**config.mk**
```make
export PLATFORM = sky130hd
export DESIGN_NAME = sc_map_top
export DESIGN_NICKNAME = d
export VERILOG_FILES = /design/src/verilog/sc_map_pkg.sv /design/src/verilog/sc_write_ctrl.sv /design/src/verilog/sc_block_ram.sv /design/src/verilog/sc_read_ctrl.sv /design/src/verilog/sc_map_top.sv
export SDC_FILE = /design/constraint.sdc
export NUM_CORES = 2
export LEC_CHECK = 0
export BUFFER_PORTS_ARGS = -buffer_cell sky130_fd_sc_hd__buf_2
export CORE_MARGIN = 1.5
export CORE_UTILIZATION = 35
export CTS_CLUSTER_DIAMETER = 150
export DETAILED_ROUTE_END_ITERATION = 6
export PLACE_DENSITY_LB_ADDON = 0.15
export SLEW_MARGIN = 40
export SYNTH_ARGS = -nofsm -noshare
export SYNTH_HDL_FRONTEND = slang
export SYNTH_HIERARCHICAL = 1
export SYNTH_SLANG_ARGS = --single-unit
```
**constraint.sdc**
```tcl
create_clock -name clk_rd -period 15.95 [get_ports clk_rd]
set_input_delay 3.19 -clock clk_rd [delete_from_list [all_inputs] [get_ports clk_rd]]
set_output_delay 3.19 -clock clk_rd [all_outputs]
set_load 0.02 [all_outputs]
```
**src/verilog/sc_map_pkg.sv**
```systemverilog
// widths and types shared by the subcarrier mapper blocks
// LANES must be 2 or more; lane 0 sits in the low bits of every word
`default_nettype none

package sc_map_pkg;

  parameter int SAMPLE_W = 8;                       // bits per real or imag sample
  parameter int LANES    = 4;                       // complex samples per input word

  // one real or imaginary sample
  typedef logic [SAMPLE_W-1:0] sample_t;

  // real or imag parts of a whole input word
  typedef logic [LANES*SAMPLE_W-1:0] lane_word_t;

  // stored word, imag lanes on top of real lanes
  typedef logic [2*LANES*SAMPLE_W-1:0] ram_word_t;

  typedef logic [5:0]  exp_t;                       // block exponent
  typedef logic [3:0]  symbol_t;                    // symbol in slot
  typedef logic [7:0]  slot_t;                      // slot in frame
  typedef logic [9:0]  frame_t;                     // radio frame number
  typedef logic [31:0] count_t;                     // event counter, wraps

  // read side sequencer
  typedef enum logic [1:0] {
    IDLE,                                           // nothing issued
    RUN,                                            // issuing frame indices
    DRAIN                                           // last sample leaving
  } rd_state_t;

endpackage

`default_nettype wire

```
**src/verilog/sc_write_ctrl.sv**
```systemverilog
// input packets must be exactly SC_NUM/LANES words, sop on the first word
// a packet arriving with all blocks full is dropped whole and counted
`timescale 1ns/1ps
`default_nettype none

module sc_write_ctrl #(
  parameter  int SC_NUM    = 48,
  parameter  int BLOCK_QTY = 4,
  localparam int WORDS     = SC_NUM / sc_map_pkg::LANES,
  localparam int ADDR_W    = $clog2(BLOCK_QTY * WORDS),
  localparam int BLOC_W    = (BLOCK_QTY > 1) ? $clog2(BLOCK_QTY) : 1,
  localparam int USED_W    = $clog2(BLOCK_QTY + 1)
) (
  input  logic                   clk_rd,
  input  logic                   rst_n,
  input  logic                   din_valid,
  input  logic                   din_sop,
  input  logic                   din_eop,
  input  sc_map_pkg::lane_word_t din_real,
  input  sc_map_pkg::lane_word_t din_imag,
  input  sc_map_pkg::exp_t       din_exp,
  input  sc_map_pkg::symbol_t    din_symbol,
  input  sc_map_pkg::slot_t      din_slot,
  input  sc_map_pkg::frame_t     din_frame,
  input  logic                   bloc_release,        // one block freed by reader
  input  logic [BLOC_W-1:0]      rd_bloc,             // block now on the output
  output logic                   wr_en,
  output logic [ADDR_W-1:0]      wr_addr,
  output sc_map_pkg::ram_word_t  wr_data,
  output logic [USED_W-1:0]      bloc_used,           // committed blocks
  output sc_map_pkg::count_t     overflow_cnt,
  output sc_map_pkg::exp_t       rd_exp,
  output sc_map_pkg::symbol_t    rd_symbol,
  output sc_map_pkg::slot_t      rd_slot,
  output sc_map_pkg::frame_t     rd_frame
);

  localparam int OFFS_W = $clog2(WORDS + 1);          // room for WORDS itself
  localparam logic [BLOC_W-1:0] BLOC_LAST = BLOC_W'(BLOCK_QTY - 1);

  logic [BLOC_W-1:0]   wr_bloc;                       // block being filled
  logic [OFFS_W-1:0]   offs;                          // next word in packet
  logic [OFFS_W-1:0]   word_idx;
  logic                keep_r;                        // current packet is stored
  logic                commit_r;                      // block commit, eop + 1
  logic                sop_keep;
  logic                keep_now;
  logic [USED_W:0]     eff_used;

  sc_map_pkg::exp_t    exp_mem    [0:BLOCK_QTY-1];
  sc_map_pkg::symbol_t symbol_mem [0:BLOCK_QTY-1];
  sc_map_pkg::slot_t   slot_mem   [0:BLOCK_QTY-1];
  sc_map_pkg::frame_t  frame_mem  [0:BLOCK_QTY-1];

  // occupancy seen by a new sop, pending commit in, same-cycle release out
  assign eff_used = (USED_W+1)'(bloc_used) + (USED_W+1)'(commit_r)
                  - (USED_W+1)'(bloc_release);
  assign sop_keep = int'(eff_used) < BLOCK_QTY;
  assign keep_now = din_sop ? sop_keep : keep_r;
  assign word_idx = din_sop ? '0 : offs;

  assign wr_en   = din_valid && keep_now;             // write in the same cycle
  assign wr_addr = ADDR_W'(int'(wr_bloc) * WORDS + int'(word_idx));
  assign wr_data = {din_imag, din_real};

  always_ff @(posedge clk_rd or negedge rst_n) begin
    if (!rst_n) begin
      keep_r       <= 1'b0;
      offs         <= '0;
      commit_r     <= 1'b0;
      wr_bloc      <= '0;
      bloc_used    <= '0;
      overflow_cnt <= '0;
    end else begin
      if (din_valid && din_sop) begin
        keep_r <= sop_keep;                           // decision held to eop
      end
      if (din_valid) begin
        offs <= din_eop ? '0 : word_idx + 1'b1;
      end
      commit_r <= din_valid && din_eop && keep_now;
      if (din_valid && din_eop && keep_now) begin
        wr_bloc <= (wr_bloc == BLOC_LAST) ? '0 : wr_bloc + 1'b1; // ready for next sop
      end
      bloc_used <= USED_W'(int'(bloc_used) + int'(commit_r) - int'(bloc_release));
      if (din_valid && din_eop && !keep_now) begin
        overflow_cnt <= overflow_cnt + 1'b1;          // whole packet lost
      end
    end
  end

  // per-block metadata, taken at the sop of a kept packet
  always_ff @(posedge clk_rd) begin
    if (din_valid && din_sop && sop_keep) begin
      exp_mem[wr_bloc]    <= din_exp;
      symbol_mem[wr_bloc] <= din_symbol;
      slot_mem[wr_bloc]   <= din_slot;
      frame_mem[wr_bloc]  <= din_frame;
    end
  end

  assign rd_exp    = exp_mem[rd_bloc];
  assign rd_symbol = symbol_mem[rd_bloc];
  assign rd_slot   = slot_mem[rd_bloc];
  assign rd_frame  = frame_mem[rd_bloc];

  a_commit_room: assert property (@(posedge clk_rd) disable iff (!rst_n)
    commit_r |-> int'(bloc_used) < BLOCK_QTY);         // sop check saw the room

  a_pkt_len: assert property (@(posedge clk_rd) disable iff (!rst_n)
    din_valid && !din_sop |-> int'(offs) < WORDS);    // no word past block end

endmodule

`default_nettype wire

```
**src/verilog/sc_block_ram.sv**
```systemverilog
// simple dual-port storage for BLOCK_QTY blocks, registered read data
// reading a word written in the same cycle returns the previous content
`timescale 1ns/1ps
`default_nettype none

module sc_block_ram #(
  parameter  int SC_NUM    = 48,
  parameter  int BLOCK_QTY = 4,
  localparam int DEPTH     = BLOCK_QTY * (SC_NUM / sc_map_pkg::LANES),
  localparam int ADDR_W    = $clog2(DEPTH)
) (
  input  logic                  clk_rd,
  input  logic                  wr_en,
  input  logic [ADDR_W-1:0]     wr_addr,
  input  sc_map_pkg::ram_word_t wr_data,
  input  logic [ADDR_W-1:0]     rd_addr,
  output sc_map_pkg::ram_word_t rd_data              // valid one cycle after rd_addr
);

  sc_map_pkg::ram_word_t mem [0:DEPTH-1];            // block-major, word-minor

  always_ff @(posedge clk_rd) begin
    if (wr_en) begin
      mem[wr_addr] <= wr_data;
    end
    rd_data <= mem[rd_addr];                         // old data on collision
  end

endmodule

`default_nettype wire

```
**src/verilog/sc_read_ctrl.sv**
```systemverilog
// emits one FFT_SIZE frame per credit, upper half first, guards zeroed
// dc_enable must stay static while frames are in flight
`timescale 1ns/1ps
`default_nettype none

module sc_read_ctrl #(
  parameter  int FFT_SIZE   = 64,
  parameter  int SC_NUM     = 48,
  parameter  int BLOCK_QTY  = 4,
  parameter  int CREDIT_MAX = 4,
  localparam int WORDS      = SC_NUM / sc_map_pkg::LANES,
  localparam int ADDR_W     = $clog2(BLOCK_QTY * WORDS),
  localparam int BLOC_W     = (BLOCK_QTY > 1) ? $clog2(BLOCK_QTY) : 1,
  localparam int USED_W     = $clog2(BLOCK_QTY + 1),
  localparam int IDX_W      = $clog2(FFT_SIZE)
) (
  input  logic                  clk_rd,
  input  logic                  rst_n,
  input  logic                  dc_enable,
  input  logic                  dout_credit,          // one pulse, one frame
  input  logic [USED_W-1:0]     bloc_used,
  input  sc_map_pkg::ram_word_t rd_data,
  output logic [ADDR_W-1:0]     rd_addr,
  output logic [BLOC_W-1:0]     rd_bloc,              // block of the output frame
  output logic                  bloc_release,
  output logic                  dout_valid,
  output logic                  dout_sop,
  output logic                  dout_eop,
  output sc_map_pkg::sample_t   dout_real,
  output sc_map_pkg::sample_t   dout_imag,
  output logic [IDX_W-1:0]      dout_index
);

  localparam int H        = SC_NUM / 2;
  localparam int LO_START = FFT_SIZE - H;             // first bin of lower half
  localparam int CRED_W   = $clog2(CREDIT_MAX + 1);
  localparam int SC_W     = $clog2(SC_NUM);
  localparam int LANE_W   = $clog2(sc_map_pkg::LANES);
  localparam logic [IDX_W-1:0]  IDX_LAST  = IDX_W'(FFT_SIZE - 1);
  localparam logic [CRED_W-1:0] CRED_MAX  = CRED_W'(CREDIT_MAX);
  localparam logic [BLOC_W-1:0] BLOC_LAST = BLOC_W'(BLOCK_QTY - 1);

  sc_map_pkg::rd_state_t state;
  logic [IDX_W-1:0]  idx;                             // index being issued
  logic [BLOC_W-1:0] iss_bloc;                        // block being addressed
  logic [CRED_W-1:0] cred;
  logic              last;
  logic              busy;
  logic              start;
  logic              occ;                             // idx carries a subcarrier
  logic [SC_W-1:0]   sc;
  logic [LANE_W-1:0] lane;
  logic [LANE_W-1:0] lane_q;                          // lane lined up with rd_data
  logic              occ_q;

  assign last = (state == sc_map_pkg::RUN) && (idx == IDX_LAST);
  // current block still counted in bloc_used until its release lands
  assign busy  = last || (state == sc_map_pkg::DRAIN);
  assign start = (cred != '0) && (int'(bloc_used) >= (busy ? 2 : 1))
              && (busy || state == sc_map_pkg::IDLE);

  // swapped order, upper half from bin 0, lower half at the top
  always_comb begin
    occ = 1'b0;
    sc  = '0;
    if (dc_enable && int'(idx) < H) begin
      occ = 1'b1;
      sc  = SC_W'(H + int'(idx));
    end else if (!dc_enable && idx != '0 && int'(idx) <= H) begin
      occ = 1'b1;
      sc  = SC_W'(H + int'(idx) - 1);                 // bin 0 left empty
    end else if (int'(idx) >= LO_START) begin
      occ = 1'b1;
      sc  = SC_W'(int'(idx) - LO_START);
    end
  end

  assign lane    = LANE_W'(int'(sc) % sc_map_pkg::LANES);
  assign rd_addr = ADDR_W'(int'(iss_bloc) * WORDS + int'(sc) / sc_map_pkg::LANES);

  always_ff @(posedge clk_rd or negedge rst_n) begin
    if (!rst_n) begin
      cred <= '0;
    end else if (dout_credit && !start && cred != CRED_MAX) begin
      cred <= cred + 1'b1;                            // saturates at CREDIT_MAX
    end else if (start && !dout_credit) begin
      cred <= cred - 1'b1;
    end
  end

  always_ff @(posedge clk_rd or negedge rst_n) begin
    if (!rst_n) begin
      state    <= sc_map_pkg::IDLE;
      idx      <= '0;
      iss_bloc <= '0;
    end else begin
      case (state)
        sc_map_pkg::IDLE:  if (start) state <= sc_map_pkg::RUN;
        sc_map_pkg::RUN:   if (last) state <= start ? sc_map_pkg::RUN : sc_map_pkg::DRAIN;
        sc_map_pkg::DRAIN: state <= start ? sc_map_pkg::RUN : sc_map_pkg::IDLE;
        default:           state <= sc_map_pkg::IDLE;
      endcase
      idx <= (state == sc_map_pkg::RUN && !last) ? idx + 1'b1 : '0;
      if (last) begin
        iss_bloc <= (iss_bloc == BLOC_LAST) ? '0 : iss_bloc + 1'b1;
      end
    end
  end

  // output stage, one cycle behind the issued index
  always_ff @(posedge clk_rd or negedge rst_n) begin
    if (!rst_n) begin
      dout_valid <= 1'b0;
      dout_sop   <= 1'b0;
      dout_eop   <= 1'b0;
      dout_index <= '0;
      rd_bloc    <= '0;
      occ_q      <= 1'b0;
    end else begin
      dout_valid <= (state == sc_map_pkg::RUN);
      dout_sop   <= (state == sc_map_pkg::RUN) && (idx == '0);
      dout_eop   <= last;
      dout_index <= idx;
      occ_q      <= (state == sc_map_pkg::RUN) && occ; // guard bins forced to zero
      if (state == sc_map_pkg::RUN) begin
        rd_bloc <= iss_bloc;                          // metadata held over frame
      end
    end
  end

  always_ff @(posedge clk_rd) begin
    lane_q <= lane;
  end

  assign dout_real = occ_q ? rd_data[int'(lane_q)*sc_map_pkg::SAMPLE_W +: sc_map_pkg::SAMPLE_W]
                           : '0;
  assign dout_imag = occ_q ? rd_data[(sc_map_pkg::LANES + int'(lane_q))*sc_map_pkg::SAMPLE_W
                                     +: sc_map_pkg::SAMPLE_W] : '0;
  assign bloc_release = dout_eop;                     // used count drops next cycle

  a_cred_max: assert property (@(posedge clk_rd) disable iff (!rst_n)
    cred <= CRED_MAX);

  a_frame_len: assert property (@(posedge clk_rd) disable iff (!rst_n)
    dout_sop |-> ##(FFT_SIZE-1) (dout_eop && dout_index == IDX_LAST));

endmodule

`default_nettype wire

```
**src/verilog/sc_map_top.sv**
```systemverilog
// subcarrier mapper, one clock, credit flow control on the output
// SC_NUM even and a multiple of 2*LANES, FFT_SIZE a power of two above SC_NUM
`timescale 1ns/1ps
`default_nettype none

module sc_map_top #(
  parameter  int FFT_SIZE   = 64,
  parameter  int SC_NUM     = 48,
  parameter  int BLOCK_QTY  = 4,
  parameter  int CREDIT_MAX = 4,
  localparam int ADDR_W     = $clog2(BLOCK_QTY * (SC_NUM / sc_map_pkg::LANES)),
  localparam int BLOC_W     = (BLOCK_QTY > 1) ? $clog2(BLOCK_QTY) : 1,
  localparam int USED_W     = $clog2(BLOCK_QTY + 1),
  localparam int IDX_W      = $clog2(FFT_SIZE)
) (
  input  logic                   clk_rd,
  input  logic                   rst_n,
  input  logic                   din_valid,
  input  logic                   din_sop,
  input  logic                   din_eop,
  input  sc_map_pkg::lane_word_t din_real,
  input  sc_map_pkg::lane_word_t din_imag,
  input  sc_map_pkg::exp_t       din_exp,             // taken at sop
  input  sc_map_pkg::symbol_t    din_symbol,
  input  sc_map_pkg::slot_t      din_slot,
  input  sc_map_pkg::frame_t     din_frame,
  input  logic                   dc_enable,
  input  logic                   dout_credit,
  output logic                   dout_valid,
  output logic                   dout_sop,
  output logic                   dout_eop,
  output sc_map_pkg::sample_t    dout_real,
  output sc_map_pkg::sample_t    dout_imag,
  output logic [IDX_W-1:0]       dout_index,
  output sc_map_pkg::exp_t       dout_exp,            // constant over a frame
  output sc_map_pkg::symbol_t    dout_symbol,
  output sc_map_pkg::slot_t      dout_slot,
  output sc_map_pkg::frame_t     dout_frame,
  output logic [USED_W-1:0]      bloc_used,
  output sc_map_pkg::count_t     overflow_cnt
);

  logic                  wr_en;
  logic [ADDR_W-1:0]     wr_addr;
  sc_map_pkg::ram_word_t wr_data;
  logic [ADDR_W-1:0]     rd_addr;
  sc_map_pkg::ram_word_t rd_data;
  logic [BLOC_W-1:0]     rd_bloc;                     // selects output metadata
  logic                  bloc_release;

  sc_write_ctrl #(
    .SC_NUM    (SC_NUM),
    .BLOCK_QTY (BLOCK_QTY)
  ) u_write (
    .clk_rd       (clk_rd),
    .rst_n        (rst_n),
    .din_valid    (din_valid),
    .din_sop      (din_sop),
    .din_eop      (din_eop),
    .din_real     (din_real),
    .din_imag     (din_imag),
    .din_exp      (din_exp),
    .din_symbol   (din_symbol),
    .din_slot     (din_slot),
    .din_frame    (din_frame),
    .bloc_release (bloc_release),
    .rd_bloc      (rd_bloc),
    .wr_en        (wr_en),
    .wr_addr      (wr_addr),
    .wr_data      (wr_data),
    .bloc_used    (bloc_used),
    .overflow_cnt (overflow_cnt),
    .rd_exp       (dout_exp),
    .rd_symbol    (dout_symbol),
    .rd_slot      (dout_slot),
    .rd_frame     (dout_frame)
  );

  sc_block_ram #(
    .SC_NUM    (SC_NUM),
    .BLOCK_QTY (BLOCK_QTY)
  ) u_ram (
    .clk_rd  (clk_rd),
    .wr_en   (wr_en),
    .wr_addr (wr_addr),
    .wr_data (wr_data),
    .rd_addr (rd_addr),
    .rd_data (rd_data)
  );

  sc_read_ctrl #(
    .FFT_SIZE   (FFT_SIZE),
    .SC_NUM     (SC_NUM),
    .BLOCK_QTY  (BLOCK_QTY),
    .CREDIT_MAX (CREDIT_MAX)
  ) u_read (
    .clk_rd       (clk_rd),
    .rst_n        (rst_n),
    .dc_enable    (dc_enable),
    .dout_credit  (dout_credit),
    .bloc_used    (bloc_used),
    .rd_data      (rd_data),
    .rd_addr      (rd_addr),
    .rd_bloc      (rd_bloc),
    .bloc_release (bloc_release),
    .dout_valid   (dout_valid),
    .dout_sop     (dout_sop),
    .dout_eop     (dout_eop),
    .dout_real    (dout_real),
    .dout_imag    (dout_imag),
    .dout_index   (dout_index)
  );

endmodule

`default_nettype wire

```
==> summary.md <==
| Metric | Value |
|---|---|
| Setup Viol. Count Final | 0 |
| Actual slew at the worst max-slew pin | 946 ps |
| CTS root buf | clkbuf_16 |
| Crit. End Element | flip-flop |
| First-pass GRT wire length | 512000 um |
| Number of synthesized flops with an enable pin | 3184 |
| Max clock buf depth | 4 |
| Buffers on Ports | 186 |
| Die H | 607 um |
| Layout fillers | 31900 |
| Storage element area | 0.0986 mm2 |
| Hold Crit Class | flip-flop to flip-flop |
| Dpl hpwl | 205000 um |
| CTS Sinks | 3318 |
| FP Rows | 221 |
| Relative slew slack | 36.9% |
| # IOs | 187 |
| Min cycle time layout | 7890 ps |
| Layout cells sized above 1 | 26.9% |
| CTS tree | done |
| Post-Syn Instances | 5791 |
| Crit path buffers/inverters | 6 |
| Area grow syn2layout | 15.1% |
| Leak Pwr | 46.2 nW |
| Critical Path Most Common Cell | buf_4 |
| Critical Path RT | 16720 ps |
| Syn avg cell area | 22.0 um2 |
| Clk Latency, worst-skew pair | 950 ps |
| Critical path's top delay family | buffers and inverters |
| Die width | 607 um |
| CP cell instances | buf_2 > nor2_1 > o211ai_2 > nand3_1 > nand2_1 > mux2i_1 > ha_4 > inv_1 > fa_1 > inv_8 > buf_4 > buf_4 > buf_4 > o221ai_1 > a21oi_1 > o22ai_1 > or3_1 |
| Net Count, Synth | 5921 |
| Fin Clk Skew | 48.4 ps |
| Ys flop type | edfxtp_1 |
| Unrepaired setup endpoints after global routing | false |
| Final GP Congestion | 0.736 |
| Netlist cell types | 74 |
| Worst-path clk slew | 60 ps |
| Largest net degree at the start of global routing | 108 |
| Startpoint Class | input pin |
| M1 GR Usage | 27.7% |
| Async SR Flop Fraction | 2.05% |
| Final TNS setup | 0 ps |
| Crit path max fanout | 52 |
| Global route hottest layer | met2 |
| Post_cts resized | 0 |
| Multi-input gate area in the final layout | 0.0270 mm2 |
| CTS Buf Count | 368 |
| Die Area | 0.368 mm2 |
| Tot Pwr | 29.6 mW |
| Maximum vdd drop | 259 uV |
| Setup WS pre-CTS | 7180 ps |
| Initial Utilization | 35.2% |
| Slew Viols, Final | 0 |
| GR Overflow Total | 0 |
| Gr usage total | 19.8% |
| Cts-stage hold buffer count | 0 |
| DRC viols | 0 |
| Iteration-0 DRC Markers | 6490 |
| Setup Fix Bufs, Post-CTS | 0 |
| GR Util met2 | 33.1% |
| Met3 Use GR | 2.84% |
| Final period utilization | 49.5% |
| Final WS setup | 8060 ps |
| Antenna violations before repair | 24 |
| Vias/cell | 5.47 |
| Power per cell area | 201 mW/mm2 |
| Number of global-route vias before repair | 62900 |
| Total Wirelength | 367000 um |
| Mapped cell area | 0.127 mm2 |
| Number of synthesis warnings | 6 |
| Yosys reg bits | 3318 |
| Drt wl/cell | 32.6 um |
| Nets | 6302 |
| DRT Pass-1 Iters | 5 |
| Max Fclk | 0.127 GHz |
| Status | finished, final reports clean |
| Finished Core Util | 40.5% |
| CTS H-Tree Depth | 5 |
| CP Class | input pin to flip-flop |
| Post-route ant nets | 0 |
| Fin. Hold Viols | 0 |
| Critical path's slowest cell | buf_4 |
| Max incr delay on CP | 680 ps |
| Sequential share of the synthesized area | 77.4% |
| Core Region | 0.363 mm2 |
| Vias post-DR | 61700 |
| Number of max-cap violations | 0 |
| Critical path arrival | 8660 ps |
-- layout by cell type (no fill, tap or decap), drive strengths merged, types with 68 or more instances in the layout --
| cell | count |
|---|---|
| a22oi | 71 |
| o22ai | 110 |
| mux2i | 315 |
| edfxtp | 3184 |
| a21oi | 83 |
| buf | 386 |
| nor2 | 89 |
| clkinv | 146 |
| clkbuf | 495 |
| dfrtp | 68 |
| nand2 | 87 |
| mux4 | 744 |
-- metal layers --
metal	wire length, um	vias up
met5	48	-
met4	6700	8
met3	18600	432
met2	181000	1752
met1	161000	34300
li1	-	25200
-- power by group --
group          switching (mW)  leakage [nW]  internal [mW]
sequential              0.194          30.1           9.85
clock                    3.48          5.71           4.77
combinational            6.68          10.5           4.59
total                    10.3          46.2           19.2
-- stage by stage --
stage               instance area (um2)  cells  hold slack [ps]
global route                     147000  11300              504
global placement                 134000  10600              463
CTS                              146000  11300              476
detailed placement               135000  10600              464
floorplan                        127000   5791              349
finish                           147000  11300              467
-- registers in the layout, indices dropped and copies added, names as in the netlist, 3 cells and up --
name / flops
u_write/frame_mem: 40
u_write/bloc_used: 3
u_write/exp_mem: 24
u_write/offs: 4
u_read/cred: 3
u_write/symbol_mem: 16
u_ram/rd_data: 64
u_read/idx: 6
u_write/slot_mem: 32
u_write/overflow_cnt: 32
u_ram/mem: 3072
u_read/dout_index: 6
-- worst register-to-register path, stage by stage (launching register included) --
cell and delay, ps:
dfrtp_1 540, nor3_1 490, a31oi_1 300, nand3_1 190, nand2_1 60, mux2i_1 220, ha_4 180, inv_1 50
fa_1 560, inv_8 430, buf_4 690, buf_4 710, buf_4 690, o221ai_1 550, a21oi_1 220, o22ai_1 90
or3_1 380
-- kinds of logic after synthesis --
logic type      after synthesis  share of synthesized area [%]
flops                      3318                           77.4
mux                        1062                           15.6
compound gates              512                           2.80
simple gates                415                           1.73
buf+inv                     410                           1.82
xor+xnor                     43                          0.301
fa+ha+maj                    31                          0.328
-- area by class of cell --
cell class | count | area share [%]
repair buffers | 387 | 2.22
clock buffers | 494 | 6.77
flip-flops and latches | 3318 | 67.2
clock inverters | 185 | 1.19
diodes | 7 | 0.0119
well taps | 4794 | 4.09
multi-input cells | 2063 | 18.4
inverters | 34 | 0.0938
-- synthesized netlist by cell type, drive strengths merged, types with 22 or more instances --
cell type | instances | area (um2)
nor2 | 89 | 342
and2 | 50 | 313
xnor2 | 32 | 288
inv | 34 | 128
dfrtp | 68 | 1700
clkbuf | 136 | 510
o21ai | 46 | 230
o31ai | 37 | 283
nand3 | 47 | 240
edfxtp | 3184 | 95600
o221ai | 37 | 324
o22ai | 110 | 688
nand4 | 22 | 138
a22oi | 71 | 533
a21oi | 83 | 415
mux4 | 744 | 16800
a211o | 31 | 272
buf | 240 | 1690
o211ai | 31 | 238
or3 | 32 | 205
ha | 27 | 338
nand2 | 87 | 327
mux2i | 315 | 3150
dfxtp | 66 | 1320
-- final timing paths --
kind / start / endpoint / slack [ps] / cells after the start
max: dc_enable / u_ram/rd_data[61] / 8060 / 17
min: u_write/overflow_cnt[31] / u_write/overflow_cnt[31] / 470 / 1
max reg2reg: u_read/idx[2] / u_ram/rd_data[61] / 9480 / 16
min reg2reg: u_write/overflow_cnt[31] / u_write/overflow_cnt[31] / 470 / 1
max in group asynchronous: rst_n / u_read/rd_bloc[1] / 13150 / 1
min in group asynchronous: rst_n / u_read/idx[2] / 2300 / 1
Note: power is estimated with default switching activity, not from simulation.
